==> src/hdl/aes_params.svh <==
`ifndef AES_PARAMS_SVH
`define AES_PARAMS_SVH

// Width of a bus and memory word
`define AES_DATA_W 32

// Byte address width for memory and AXI4-Lite
`define AES_ADDR_W 32

// Number of 32-bit registers in the register file
`define AES_NB_REGS 8

// Rounds per block, any value from 1 to 15
`define AES_ROUNDS 4

`endif
==> src/hdl/aes_package.sv <==
`default_nettype none

`include "aes_params.svh"

package aes_package;

  // Job control states
  typedef enum logic [1:0] {
    AES_IDLE     = 2'd0,
    AES_STARTING = 2'd1,
    AES_WORKING  = 2'd2,
    AES_FINISHED = 2'd3
  } aes_state_t;

  // One cipher block, word 0 in the low bits, byte 0 lowest
  typedef logic [3:0][`AES_DATA_W-1:0] aes_block_t;

  // Register map
  typedef enum logic [2:0] {
    REG_SRC    = 3'd0,
    REG_CTRL   = 3'd1,
    REG_STATUS = 3'd2,
    REG_DST    = 3'd3,
    REG_KEY0   = 3'd4,
    REG_KEY1   = 3'd5,
    REG_KEY2   = 3'd6,
    REG_KEY3   = 3'd7
  } aes_reg_idx_t;

endpackage

`default_nettype wire

==> src/hdl/aes_top.sv <==
`default_nettype none

`include "aes_params.svh"

module aes_top (
  input  wire logic                   clk,
  input  wire logic                   reset_n,
  // AXI4-Lite slave
  input  wire logic [`AES_ADDR_W-1:0] awaddr_i,
  input  wire logic                   awvalid_i,
  output logic                        awready_o,
  input  wire logic [`AES_DATA_W-1:0] wdata_i,
  input  wire logic [3:0]             wstrb_i,
  input  wire logic                   wvalid_i,
  output logic                        wready_o,
  output logic [1:0]                  bresp_o,
  output logic                        bvalid_o,
  input  wire logic                   bready_i,
  input  wire logic [`AES_ADDR_W-1:0] araddr_i,
  input  wire logic                   arvalid_i,
  output logic                        arready_o,
  output logic [`AES_DATA_W-1:0]      rdata_o,
  output logic [1:0]                  rresp_o,
  output logic                        rvalid_o,
  input  wire logic                   rready_i,
  // Memory read port
  output logic                        rd_req_o,
  output logic [`AES_ADDR_W-1:0]      rd_addr_o,
  input  wire logic                   rd_gnt_i,
  input  wire logic [`AES_DATA_W-1:0] rd_data_i,
  input  wire logic                   rd_valid_i,
  // Memory write port
  output logic                        wr_req_o,
  output logic [`AES_ADDR_W-1:0]      wr_addr_o,
  output logic [`AES_DATA_W-1:0]      wr_data_o,
  input  wire logic                   wr_gnt_i
);

  logic                    start;
  logic                    done;
  aes_package::aes_state_t fsm_state;
  logic [`AES_ADDR_W-1:0]  src_addr;
  logic [`AES_ADDR_W-1:0]  dst_addr;
  aes_package::aes_block_t key;
  logic                    src_req_start;
  logic                    snk_req_start;
  logic                    src_ready_start;
  logic                    snk_idle;
  logic                    eng_clear;
  logic                    eng_start;
  logic                    eng_enable;
  aes_package::aes_block_t blk;
  logic                    blk_valid;
  logic                    blk_ready;
  aes_package::aes_block_t out_blk;
  logic                    out_valid;
  logic                    out_ready;

  aes_regfile i_regfile (
    .clk         (clk),
    .reset_n     (reset_n),
    .awaddr_i    (awaddr_i),
    .awvalid_i   (awvalid_i),
    .awready_o   (awready_o),
    .wdata_i     (wdata_i),
    .wstrb_i     (wstrb_i),
    .wvalid_i    (wvalid_i),
    .wready_o    (wready_o),
    .bresp_o     (bresp_o),
    .bvalid_o    (bvalid_o),
    .bready_i    (bready_i),
    .araddr_i    (araddr_i),
    .arvalid_i   (arvalid_i),
    .arready_o   (arready_o),
    .rdata_o     (rdata_o),
    .rresp_o     (rresp_o),
    .rvalid_o    (rvalid_o),
    .rready_i    (rready_i),
    .done_i      (done),
    .fsm_state_i (fsm_state),
    .start_o     (start),
    .src_addr_o  (src_addr),
    .dst_addr_o  (dst_addr),
    .key_o       (key)
  );

  aes_fsm i_fsm (
    .clk               (clk),
    .reset_n           (reset_n),
    .start_i           (start),
    .src_ready_start_i (src_ready_start),
    .snk_ready_start_i (snk_idle),
    .src_req_start_o   (src_req_start),
    .snk_req_start_o   (snk_req_start),
    .eng_clear_o       (eng_clear),
    .eng_start_o       (eng_start),
    .eng_enable_o      (eng_enable),
    .done_o            (done),
    .state_o           (fsm_state)
  );

  aes_source i_source (
    .clk           (clk),
    .reset_n       (reset_n),
    .req_start_i   (src_req_start),
    .base_addr_i   (src_addr),
    .ready_start_o (src_ready_start),
    .rd_req_o      (rd_req_o),
    .rd_addr_o     (rd_addr_o),
    .rd_gnt_i      (rd_gnt_i),
    .rd_data_i     (rd_data_i),
    .rd_valid_i    (rd_valid_i),
    .blk_o         (blk),
    .blk_valid_o   (blk_valid),
    .blk_ready_i   (blk_ready)
  );

  aes_engine i_engine (
    .clk         (clk),
    .reset_n     (reset_n),
    .clear_i     (eng_clear),
    .enable_i    (eng_enable),
    .start_i     (eng_start),
    .key_i       (key),
    .blk_i       (blk),
    .blk_valid_i (blk_valid),
    .blk_ready_o (blk_ready),
    .out_o       (out_blk),
    .out_valid_o (out_valid),
    .out_ready_i (out_ready)
  );

  aes_sink i_sink (
    .clk           (clk),
    .reset_n       (reset_n),
    .req_start_i   (snk_req_start),
    .base_addr_i   (dst_addr),
    .ready_start_o (snk_idle),
    .blk_i         (out_blk),
    .blk_valid_i   (out_valid),
    .blk_ready_o   (out_ready),
    .wr_req_o      (wr_req_o),
    .wr_addr_o     (wr_addr_o),
    .wr_data_o     (wr_data_o),
    .wr_gnt_i      (wr_gnt_i)
  );

endmodule

`default_nettype wire

==> src/hdl/aes_fsm.sv <==
`default_nettype none

module aes_fsm (
  input  wire logic               clk,
  input  wire logic               reset_n,
  input  wire logic               start_i,
  // Streamer handshake
  input  wire logic               src_ready_start_i,
  input  wire logic               snk_ready_start_i,
  output logic                    src_req_start_o,
  output logic                    snk_req_start_o,
  // Engine control
  output logic                    eng_clear_o,
  output logic                    eng_start_o,
  output logic                    eng_enable_o,
  // Status
  output logic                    done_o,
  output aes_package::aes_state_t state_o
);

  aes_package::aes_state_t current_state;
  aes_package::aes_state_t next_state;
  logic                    streamers_ready;

  assign streamers_ready = src_ready_start_i & snk_ready_start_i;

  always_ff @(posedge clk or negedge reset_n) begin
    if (!reset_n) begin
      current_state <= aes_package::AES_IDLE;
    end else begin
      current_state <= next_state;
    end
  end

  always_comb begin
    next_state = current_state;
    case (current_state)
      aes_package::AES_IDLE: begin
        if (start_i) begin
          next_state = aes_package::AES_STARTING;
        end
      end
      // Both streamers latch their addresses on this edge
      aes_package::AES_STARTING: begin
        if (streamers_ready) begin
          next_state = aes_package::AES_WORKING;
        end
      end
      // Ready again once the block is fetched and written back
      aes_package::AES_WORKING: begin
        if (streamers_ready) begin
          next_state = aes_package::AES_FINISHED;
        end
      end
      default: begin
        next_state = aes_package::AES_IDLE;
      end
    endcase
  end

  assign src_req_start_o = (current_state == aes_package::AES_STARTING);
  assign snk_req_start_o = (current_state == aes_package::AES_STARTING);
  assign eng_start_o     = (current_state == aes_package::AES_STARTING);
  assign eng_clear_o     = (current_state == aes_package::AES_IDLE);
  assign eng_enable_o    = (current_state == aes_package::AES_STARTING) |
                           (current_state == aes_package::AES_WORKING);
  assign done_o          = (current_state == aes_package::AES_FINISHED);
  assign state_o         = current_state;

endmodule

`default_nettype wire

==> src/hdl/aes_engine.sv <==
`default_nettype none

`include "aes_params.svh"

module aes_engine (
  input  wire logic                    clk,
  input  wire logic                    reset_n,
  input  wire logic                    clear_i,
  input  wire logic                    enable_i,
  input  wire logic                    start_i,
  input  wire aes_package::aes_block_t key_i,
  input  wire aes_package::aes_block_t blk_i,
  input  wire logic                    blk_valid_i,
  output logic                         blk_ready_o,
  output aes_package::aes_block_t      out_o,
  output logic                         out_valid_o,
  input  wire logic                    out_ready_i
);

  localparam int BLK_W = $bits(aes_package::aes_block_t);

  logic [3:0]              round_q;
  logic                    busy_q;
  logic                    out_valid_q;
  logic                    accept;
  aes_package::aes_block_t state_q;
  aes_package::aes_block_t rk_q;

  // Row r of the column-major state moves left by r columns
  function automatic aes_package::aes_block_t shift_rows(input aes_package::aes_block_t blk);
    logic [BLK_W-1:0] src;
    logic [BLK_W-1:0] dst;
    src = blk;
    for (int c = 0; c < 4; c++) begin
      for (int r = 0; r < 4; r++) begin
        dst[8*(r+4*c) +: 8] = src[8*(r+4*((c+r)%4)) +: 8];
      end
    end
    return dst;
  endfunction

  function automatic aes_package::aes_block_t rotate_key(input aes_package::aes_block_t key);
    logic [BLK_W-1:0] flat;
    flat = key;
    return {flat[BLK_W-9:0], flat[BLK_W-1 -: 8]};
  endfunction

  // No new block while a result is pending
  assign blk_ready_o = enable_i & ~busy_q & ~out_valid_q;
  assign accept      = blk_valid_i & blk_ready_o;

  always_ff @(posedge clk or negedge reset_n) begin
    if (!reset_n) begin
      round_q     <= '0;
      busy_q      <= 1'b0;
      out_valid_q <= 1'b0;
    end else if (clear_i) begin
      round_q     <= '0;
      busy_q      <= 1'b0;
      out_valid_q <= 1'b0;
    end else begin
      if (accept) begin
        busy_q  <= 1'b1;
        round_q <= '0;
      end else if (busy_q) begin
        round_q <= round_q + 4'd1;
        if (round_q == 4'(`AES_ROUNDS - 1)) begin
          busy_q      <= 1'b0;
          out_valid_q <= 1'b1;
        end
      end
      if (out_valid_q && out_ready_i) begin
        out_valid_q <= 1'b0;
      end
    end
  end

  // One round per cycle, ShiftRows then AddRoundKey
  always_ff @(posedge clk) begin
    if (start_i) begin
      rk_q <= key_i;
    end else if (busy_q) begin
      rk_q <= rotate_key(rk_q);
    end
    if (accept) begin
      state_q <= blk_i;
    end else if (busy_q) begin
      state_q <= shift_rows(state_q) ^ rk_q;
    end
  end

  assign out_o       = state_q;
  assign out_valid_o = out_valid_q;

endmodule

`default_nettype wire

==> src/hdl/aes_sink.sv <==
`default_nettype none

`include "aes_params.svh"

module aes_sink (
  input  wire logic                    clk,
  input  wire logic                    reset_n,
  input  wire logic                    req_start_i,
  input  wire logic [`AES_ADDR_W-1:0]  base_addr_i,
  output logic                         ready_start_o,
  // Block from the engine
  input  wire aes_package::aes_block_t blk_i,
  input  wire logic                    blk_valid_i,
  output logic                         blk_ready_o,
  // Memory write port
  output logic                         wr_req_o,
  output logic [`AES_ADDR_W-1:0]       wr_addr_o,
  output logic [`AES_DATA_W-1:0]       wr_data_o,
  input  wire logic                    wr_gnt_i
);

  logic                    armed_q;
  logic                    full_q;
  logic [1:0]              cnt_q;
  logic [`AES_ADDR_W-1:0]  base_q;
  aes_package::aes_block_t blk_q;

  assign blk_ready_o = armed_q & ~full_q;

  always_ff @(posedge clk or negedge reset_n) begin
    if (!reset_n) begin
      armed_q <= 1'b0;
      full_q  <= 1'b0;
      cnt_q   <= '0;
    end else begin
      if (req_start_i && !armed_q) begin
        armed_q <= 1'b1;
        cnt_q   <= '0;
      end
      if (blk_valid_i && blk_ready_o) begin
        full_q <= 1'b1;
      end
      // One word per grant, disarm after the last one
      if (wr_req_o && wr_gnt_i) begin
        cnt_q <= cnt_q + 2'd1;
        if (cnt_q == 2'd3) begin
          full_q  <= 1'b0;
          armed_q <= 1'b0;
        end
      end
    end
  end

  always_ff @(posedge clk) begin
    if (req_start_i && !armed_q) begin
      base_q <= base_addr_i;
    end
    if (blk_valid_i && blk_ready_o) begin
      blk_q <= blk_i;
    end
  end

  assign wr_req_o      = full_q;
  assign wr_addr_o     = base_q + `AES_ADDR_W'({cnt_q, 2'b00});
  assign wr_data_o     = blk_q[cnt_q];
  assign ready_start_o = ~armed_q;

endmodule

`default_nettype wire

==> src/hdl/aes_source.sv <==
`default_nettype none

`include "aes_params.svh"

module aes_source (
  input  wire logic                   clk,
  input  wire logic                   reset_n,
  input  wire logic                   req_start_i,
  input  wire logic [`AES_ADDR_W-1:0] base_addr_i,
  output logic                        ready_start_o,
  // Memory read port
  output logic                        rd_req_o,
  output logic [`AES_ADDR_W-1:0]      rd_addr_o,
  input  wire logic                   rd_gnt_i,
  input  wire logic [`AES_DATA_W-1:0] rd_data_i,
  input  wire logic                   rd_valid_i,
  // Block towards the engine
  output aes_package::aes_block_t     blk_o,
  output logic                        blk_valid_o,
  input  wire logic                   blk_ready_i
);

  logic                    busy_q;
  logic                    wait_q;
  logic                    valid_q;
  logic [1:0]              cnt_q;
  logic [`AES_ADDR_W-1:0]  base_q;
  aes_package::aes_block_t blk_q;

  // One read outstanding at a time
  assign rd_req_o  = busy_q & ~wait_q & ~valid_q;
  assign rd_addr_o = base_q + `AES_ADDR_W'({cnt_q, 2'b00});

  always_ff @(posedge clk or negedge reset_n) begin
    if (!reset_n) begin
      busy_q  <= 1'b0;
      wait_q  <= 1'b0;
      valid_q <= 1'b0;
      cnt_q   <= '0;
    end else begin
      if (req_start_i && !busy_q) begin
        busy_q <= 1'b1;
        cnt_q  <= '0;
      end
      if (rd_req_o && rd_gnt_i) begin
        wait_q <= 1'b1;
      end
      if (rd_valid_i && wait_q) begin
        wait_q <= 1'b0;
        cnt_q  <= cnt_q + 2'd1;
        if (cnt_q == 2'd3) begin
          valid_q <= 1'b1;
        end
      end
      // Block taken, ready for the next job
      if (valid_q && blk_ready_i) begin
        valid_q <= 1'b0;
        busy_q  <= 1'b0;
      end
    end
  end

  always_ff @(posedge clk) begin
    if (req_start_i && !busy_q) begin
      base_q <= base_addr_i;
    end
    if (rd_valid_i && wait_q) begin
      blk_q[cnt_q] <= rd_data_i;
    end
  end

  assign ready_start_o = ~busy_q;
  assign blk_o         = blk_q;
  assign blk_valid_o   = valid_q;

endmodule

`default_nettype wire

==> src/hdl/aes_regfile.sv <==
`default_nettype none

`include "aes_params.svh"

module aes_regfile (
  input  wire logic                    clk,
  input  wire logic                    reset_n,
  // AXI4-Lite slave
  input  wire logic [`AES_ADDR_W-1:0]  awaddr_i,
  input  wire logic                    awvalid_i,
  output logic                         awready_o,
  input  wire logic [`AES_DATA_W-1:0]  wdata_i,
  input  wire logic [3:0]              wstrb_i,
  input  wire logic                    wvalid_i,
  output logic                         wready_o,
  output logic [1:0]                   bresp_o,
  output logic                         bvalid_o,
  input  wire logic                    bready_i,
  input  wire logic [`AES_ADDR_W-1:0]  araddr_i,
  input  wire logic                    arvalid_i,
  output logic                         arready_o,
  output logic [`AES_DATA_W-1:0]       rdata_o,
  output logic [1:0]                   rresp_o,
  output logic                         rvalid_o,
  input  wire logic                    rready_i,
  // Job control
  input  wire logic                    done_i,
  input  wire aes_package::aes_state_t fsm_state_i,
  output logic                         start_o,
  output logic [`AES_ADDR_W-1:0]       src_addr_o,
  output logic [`AES_ADDR_W-1:0]       dst_addr_o,
  output aes_package::aes_block_t      key_o
);

  logic [`AES_DATA_W-1:0]    regs_q [`AES_NB_REGS];
  logic                      wr_ready_q;
  logic                      bvalid_q;
  logic                      rd_ready_q;
  logic                      rvalid_q;
  logic [`AES_DATA_W-1:0]    rdata_q;
  logic                      start_q;
  logic                      done_q;
  logic                      busy;
  logic                      wr_fire;
  logic                      rd_fire;
  aes_package::aes_reg_idx_t wr_idx;
  aes_package::aes_reg_idx_t rd_idx;
  logic [`AES_DATA_W-1:0]    rd_word;

  // Word index from the byte address
  assign wr_idx  = aes_package::aes_reg_idx_t'(awaddr_i[4:2]);
  assign rd_idx  = aes_package::aes_reg_idx_t'(araddr_i[4:2]);
  assign wr_fire = wr_ready_q & awvalid_i & wvalid_i;
  assign rd_fire = rd_ready_q & arvalid_i;
  assign busy    = (fsm_state_i != aes_package::AES_IDLE);

  always_ff @(posedge clk or negedge reset_n) begin
    if (!reset_n) begin
      wr_ready_q <= 1'b0;
      bvalid_q   <= 1'b0;
      rd_ready_q <= 1'b0;
      rvalid_q   <= 1'b0;
      start_q    <= 1'b0;
      done_q     <= 1'b0;
    end else begin
      // AW and W are taken together, one write at a time
      wr_ready_q <= awvalid_i & wvalid_i & ~wr_ready_q & ~bvalid_q;
      if (wr_fire) begin
        bvalid_q <= 1'b1;
      end else if (bready_i) begin
        bvalid_q <= 1'b0;
      end
      rd_ready_q <= arvalid_i & ~rd_ready_q & ~rvalid_q;
      if (rd_fire) begin
        rvalid_q <= 1'b1;
      end else if (rready_i) begin
        rvalid_q <= 1'b0;
      end
      start_q <= wr_fire & (wr_idx == aes_package::REG_CTRL) & wstrb_i[0] & wdata_i[0];
      // Sticky done, cleared when a new job starts
      if (start_q) begin
        done_q <= 1'b0;
      end else if (done_i) begin
        done_q <= 1'b1;
      end
    end
  end

  // Byte-enabled register writes
  always_ff @(posedge clk) begin
    if (wr_fire) begin
      for (int b = 0; b < 4; b++) begin
        if (wstrb_i[b]) begin
          regs_q[wr_idx][8*b +: 8] <= wdata_i[8*b +: 8];
        end
      end
    end
    if (rd_fire) begin
      rdata_q <= rd_word;
    end
  end

  always_comb begin
    case (rd_idx)
      aes_package::REG_CTRL:   rd_word = '0;
      aes_package::REG_STATUS: rd_word = {{(`AES_DATA_W-2){1'b0}}, done_q, busy};
      default:                 rd_word = regs_q[rd_idx];
    endcase
  end

  assign awready_o  = wr_ready_q;
  assign wready_o   = wr_ready_q;
  assign bvalid_o   = bvalid_q;
  assign bresp_o    = 2'b00;
  assign arready_o  = rd_ready_q;
  assign rvalid_o   = rvalid_q;
  assign rdata_o    = rdata_q;
  assign rresp_o    = 2'b00;
  assign start_o    = start_q;
  assign src_addr_o = regs_q[aes_package::REG_SRC];
  assign dst_addr_o = regs_q[aes_package::REG_DST];
  assign key_o      = {regs_q[aes_package::REG_KEY3], regs_q[aes_package::REG_KEY2],
                       regs_q[aes_package::REG_KEY1], regs_q[aes_package::REG_KEY0]};

endmodule

`default_nettype wire

==> config.mk <==
export PLATFORM = sky130hd
export DESIGN_NAME = aes_top
export DESIGN_NICKNAME = d
export VERILOG_FILES = /design/src/hdl/aes_package.sv /design/src/hdl/aes_top.sv /design/src/hdl/aes_fsm.sv /design/src/hdl/aes_engine.sv /design/src/hdl/aes_sink.sv /design/src/hdl/aes_source.sv /design/src/hdl/aes_regfile.sv
export VERILOG_INCLUDE_DIRS = /design/src /design/src/hdl
export SDC_FILE = /design/constraint.sdc
export NUM_CORES = 1
export LEC_CHECK = 0
export BUFFER_PORTS_ARGS = -buffer_cell sky130_fd_sc_hd__buf_2
export CORE_MARGIN = 2
export CORE_UTILIZATION = 59
export CTS_CLUSTER_SIZE = 8
export DETAILED_ROUTE_END_ITERATION = 8
export PLACE_DENSITY = 0.9
export SLEW_MARGIN = 20
export SYNTH_ARGS = -nofsm -noshare
export SYNTH_HDL_FRONTEND = slang
export SYNTH_SLANG_ARGS = --single-unit
==> constraint.sdc <==
create_clock -name clk -period 8.8 [get_ports clk]
set_input_delay 0.88 -clock clk [delete_from_list [all_inputs] [get_ports clk]]
set_output_delay 0.88 -clock clk [all_outputs]
set_load 0.02 [all_outputs]
### Yosys cells after proc, flatten, opt, wreduce, memory -nomap -nowiden

Memory sizes are Yosys's and may differ from the RTL's. A register that Yosys moved wholly into a read port is not among the register bits.
Index checks and enable logic that the tools add are counted.

| word-level totals | value |
|---|---|
| register bits | 567 |
| memory bits (writable) | 256 |
| bits of input ports | 142 |
| output and inout port bits | 139 |
| logic and storage cells | 177 |
| memories kept | 1 |

Memory list:

| name | words | bits a word | rd ports | clocked after memory_dff | write ports | line | RTL |
|---|---|---|---|---|---|---|---|
| i_regfile.regs_q | 8 | 32 | 7 | 2 | 1 | aes_regfile.sv:35 | `` logic [`AES_DATA_W-1:0] regs_q [`AES_NB_REGS]; `` |

| cells by class | value |
|---|---|
| add/subtract/negate cells | 5 |
| order comparisons | 3 |
| eq/ne operators | 13 |
| muxes and demuxes | 61 |
| bitwise operators | 31 |
| reduce and logical (&&, ||, !) cells | 29 |

Operator list:

| cell | number |
|---|---|
| 2-to-1 mux 128 bit | 4 |
| bitwise mux 128 bit | 1 |
| bitwise XOR 128 bit | 1 |
| adder 32 x 4 -> 32 bit | 2 |
| binary-select mux 32 bit (select 2 bit) | 1 |
| demux 32 bit (select 2 bit) | 1 |
| 2-to-1 mux 32 bit | 2 |
| one-hot mux 32 bit (2 select lines) | 1 |
| 2-to-1 mux 1 bit | 40 |
| nonzero test 2 bit | 12 |
| AND 1 bit | 18 |
| 2-to-1 mux 2 bit | 7 |
| 2-to-1 mux 4 bit | 3 |
| NOT 1 bit | 11 |
| nonzero test 3 bit | 3 |
| equality test 2 bit (second input constant) | 4 |
| logical AND 1 bit | 8 |
| equality test 3 x 1 -> 1 bit (second input constant) | 2 |
| < comparator 2 x 3 -> 1 bit (second input constant) | 2 |
| one-hot mux 2 bit (3 select lines) | 1 |
| AND reduction 3 bit | 2 |
| adder 2 x 1 -> 2 bit (second input constant) | 2 |
| adder 4 x 1 -> 4 bit (second input constant) | 1 |
| equality test 4 x 2 -> 1 bit (second input constant) | 1 |
| 10 further kinds | 12 |

### Longest topological paths before layout

| depth | value |
|---|---|
| depth in word-level cells | 8 |
| mapped depth | 9 |
| gate-level depth less buffers | 7 |

### Modules after synthesis

Synthesis repeated with hierarchy kept, for this count alone.

| second synthesis, totals | value |
|---|---|
| cell total of the unflattened synthesis | 1879 |
| area, all modules | 33306.9 um2 |

Modules (own cells, without submodules):

| module | instances | cells each | area an instance (um2) | seq. area each (um2) |
|---|---|---|---|---|
| aes_engine | 1 | 839 | 11969.0 | 7837.5 |
| aes_regfile | 1 | 448 | 9075.0 | 6876.6 |
| aes_sink | 1 | 301 | 6358.6 | 4904.7 |
| aes_source | 1 | 274 | 5709.2 | 4929.7 |
| aes_fsm | 1 | 17 | 195.2 | 50.0 |

### Least setup slack after synthesis

No wires, ideal clock.

| timing path | value |
|---|---|
| kind | reg2reg |
| from | reg i_sink.full_q, in the netlist i_sink.wr_req_o |
| to | reg i_sink.blk_q[0] (netlist name), enable pin |
| setup time | 0.622 ns |
| arrival | 5.929 ns |
| data required time | 8.178 ns |
| setup slack | 2.249 ns |
| stages on the path, launching flop included | 2 |
| buffers on the path | 0 |
| period minus slack after synthesis | 6.551 ns |
| cell sequence | dfrtp_1 > nor2_1 |

| between the ends | value |
|---|---|
| longest elaborated chain between the ends | 3 |

Ends and longest elaborated chain:

| what | line | RTL |
|---|---|---|
| start: declaration | aes_sink.sv:23 | `logic full_q;` |
| start signal: assignment | aes_sink.sv:33 | `full_q <= 1'b0;` |
| start signal: assignment | aes_sink.sv:41 | `full_q <= 1'b1;` |
| start signal: assignment | aes_sink.sv:47 | `full_q <= 1'b0;` |
| NOT 1 bit | aes_sink.sv:28 | `assign blk_ready_o = armed_q & ~full_q;` |
| AND 1 bit | aes_sink.sv:28 |  |
| logical AND 1 bit | aes_sink.sv:58 | `if (blk_valid_i && blk_ready_o) begin` |
| end signal: assignment | aes_sink.sv:59 | `blk_q <= blk_i;` |
| end: declaration | aes_sink.sv:26 | `aes_package::aes_block_t blk_q;` |

No other way between the ends.
A chain may end at the register's enable or synchronous reset.

### Final worst setup path

| timing path | value |
|---|---|
| from | reg i_source.cnt_q[0] |
| to | out rd_addr_o[22] |

| between the ends | value |
|---|---|
| longest elaborated chain between the ends | 1 |

Ends and longest elaborated chain:

| what | line | RTL |
|---|---|---|
| start: declaration | aes_source.sv:26 | `logic [1:0] cnt_q;` |
| start signal: assignment | aes_source.sv:50 | `cnt_q <= cnt_q + 2'd1;` |
| adder 32 x 4 -> 32 bit | aes_source.sv:32 | `` assign rd_addr_o = base_q + `AES_ADDR_W'({cnt_q, 2'b00}); `` |
| end: declaration | aes_top.sv:28 | `` output logic [`AES_ADDR_W-1:0] rd_addr_o, `` |

No other way between the ends.

==> reports/qor.yml <==
yosysWarningCount: 0
min_period_ns: 4.66
dieWidth_um: 239
slew-limit-headroom_pct: 20.5
overflow: 0
synth_compound_area_share_pct: 3.55
synth_adder_area_share_pct: 0.661
finalSetupViolCount: 0
tightest_slew_ns: 1.19
cts_resized: 0
ioPinCount: 281
coreArea_um2: 54800
synth-xor-area-share_pct: 5.03
yosys-mux-area-fraction_pct: 9.02
synth_area_um2: 32500
postCtsHoldBufs: 0
crit_family: "simple AND/OR/NAND/NOR gates"
final_common_cell: "edfxtp_1"
drcViolationCount: 0
mostFrequentLayoutCells: "800 x edfxtp_1, 218 x buf_2, 188 x nand2_1"
final_nets: 2303
synth_edf_count: 800
cts.sinks: 823
synth_top_family_by_area: "multiplexers"
synth-seq-cells: 823
synthArstFlopShare_pct: 2.79
drive_gt1_share_pct: 26.5
routed_wl_um: 88400
path_class: "flop to output port"
hold_class: "input pin to asynchronous set/reset pin"
dp_hpwl_um: 54600
critPathBufInv: 2
seq_area_frac_synth_pct: 75.6
cts_root_buffer: "clkbuf_16"
n_fill_cell: 3164
antenna_found_initial: 10
chipHeight_um: 239
cts_setup_buffers: 0
gp_congestion: 0.928
max_stage_delay_ns: 0.81
fin_crit_sh_pct: 52.9
finalPower_mw: 13.1
port_buffers: 218
row_count: 86
p_per_area_nw_per_um2: 350
antenna_left: 0
max_freq_mhz: 215
tns_ns: 0
synth_simple_gate_area_share_pct: 4.77
synth_cells: 1876
drv_slew: 0
wl_per_cell_um: 30.8
ys.flop_type: "edfxtp_1"
synth_cell_types: 45
numCtsBuffers: 113
clk_latency_ns: 0.66
synth.avg_cell_area_um2: 17.3
maxCapViolations: 0
num_vias: 19000
worst_setup_path_end_kind: "output port"
drtIter0Drc: 2615
rsz0062_at_grt: "false"
required_ns: 7.92
track_usage_pct: 31.3
pre_cts_ws_ns: 4.84
grt_pass1_wl_um: 126000
clk_pin_slew_ns: 0.06
avgViaCountPerCell: 6.60
grt_pass1_vias: 18900
dieArea_um2: 57100
initial_utilization_pct: 59.4
fin_skew_ns: 0.0236
syn2layout_area_growth_pct: 15.0
worst_slack_ns: 4.14
cp.arrival_ns: 3.78
cts_buffer_depth: 3
whs_ns: 0.195
power_leakage_nw: 12.3
htree_levels: 3
crit_chain: "ha_1, inv_1, fa_1, and4b_1, nor4b_2, nand3_1, xnor2_1, buf_2"
vdd_ir_drop_max_v: 0.000249
grt_max_degree: 118
cts_tree: "built"
status: "complete, no violations"
cp_max_fo: 7
first_pass_iters: 6
startpoint_type: "flop"
critPathSlowestCell: "nor4b_2"
report.final.hold_viol_count: 0
worst register-to-register path: stages, from the launching register on:
cell	delay, ns
dfrtp_1	0.45
inv_1	0.09
ha_1	0.31
and4bb_4	0.48
or2_4	0.86
buf_4	0.88
path summary, 6_finish.rpt:
| path | from | endpoint | slack, ns | cells past startpoint |
|---|---|---|---|---|
| setup / recovery | i_source.cnt_q[0] | rd_addr_o[22] | 4.14 | 8 |
| hold / removal | reset_n | i_regfile.rvalid_o | 0.19 | 1 |
| setup reg to reg | i_fsm.state_o[0] | i_engine.out_o[112] | 5.27 | 5 |
| hold reg to reg | i_regfile.regs_q[3][0] | i_sink.base_q[0] | 0.45 | 0 |
| max in group asynchronous | reset_n | i_sink.cnt_q[0] | 8.21 | 1 |
| min in group clk | rd_gnt_i | i_source.wait_q | 0.43 | 3 |
kinds of logic after synthesis:
kind of cell,count (synthesis)
AOI/OAI and AO/OA,211
xor gates and xnor gates,187
adders and majority gates,16
buffers and inverters,104
DFF,823
muxes,197
other,1
and+or+nand+nor,337
final cells by class:
type | instances | area [µm²] | area share, %
tap | 704 | 881 | 2.35
inverter | 16 | 60.1 | 0.161
multi-input combinational | 952 | 7560 | 20.2
clock buffer | 131 | 3020 | 8.08
timing repair buffer | 239 | 1260 | 3.36
clock inverter | 3 | 21.3 | 0.0568
antenna | 7 | 17.5 | 0.0468
sequential | 823 | 24600 | 65.7
metrics by stage:
| step | util (%) | instances | instance area (µm²) |
|---|---|---|---|
| finish | 68.3 | 2875 | 37400 |
| global route | 68.3 | 2872 | 37400 |
| CTS | 68.3 | 2868 | 37400 |
| detailed placement | 62.7 | 2734 | 34300 |
| global placement | 62.7 | 2734 | 34300 |
| floorplan | - | 1879 | 32600 |
synth_stat cells, types with 3 or more instances:
cell type / number / area [µm²]
nor2_1: 44 / 165
nand3b_1: 4 / 30.0
nand2b_1: 5 / 31.3
and3_1: 13 / 81.3
edfxtp_1: 800 / 24000
nor4_1: 3 / 18.8
mux4_2: 64 / 1440
xnor2_1: 172 / 1510
ha_1: 14 / 175
xor2_1: 15 / 131
dfrtp_1: 23 / 576
buf_4: 9 / 67.6
inv_1: 16 / 60.1
buf_2: 19 / 95.1
nand4_1: 17 / 106
and2_1: 4 / 25.0
nand3_1: 25 / 125
mux2i_1: 3 / 30.0
and4_1: 6 / 52.6
clkbuf_1: 58 / 218
a21o_1: 3 / 22.5
nor3_1: 12 / 60.1
mux2_2: 130 / 1460
a21oi_1: 8 / 40.0
a22oi_1: 30 / 225
o21ai_0: 164 / 821
nand2_1: 188 / 706
sequential cells by signal, indices dropped and copies added, names as in the netlist, 4 cells and up:
register           count
i_engine.out_o       128
i_engine.rk_q        128
i_engine.round_q       4
i_regfile.rdata_o     32
i_regfile.regs_q     192
i_sink.base_q         32
i_sink.blk_q         128
i_source.base_q       32
i_source.blk_o       128
per-layer routing:
layer | share of wire [%] | track usage, % | vias to the layer above
met1 | 33 | 38.7 | 9412
met3 | 12 | 8.08 | 308
met2 | 49 | 50.4 | 1580
li1 | - | - | 7660
met4 | 6.4 | 18.0 | 2
met5 | 0.012 | 0 | -
report_power, final:
part           switching [mW]  internal, mW  total [mW]
registers               0.774          5.70        6.48
logic                    1.63          1.10        2.73
clock network            1.53          2.36        3.89
(Power assumes the default switching activity.)
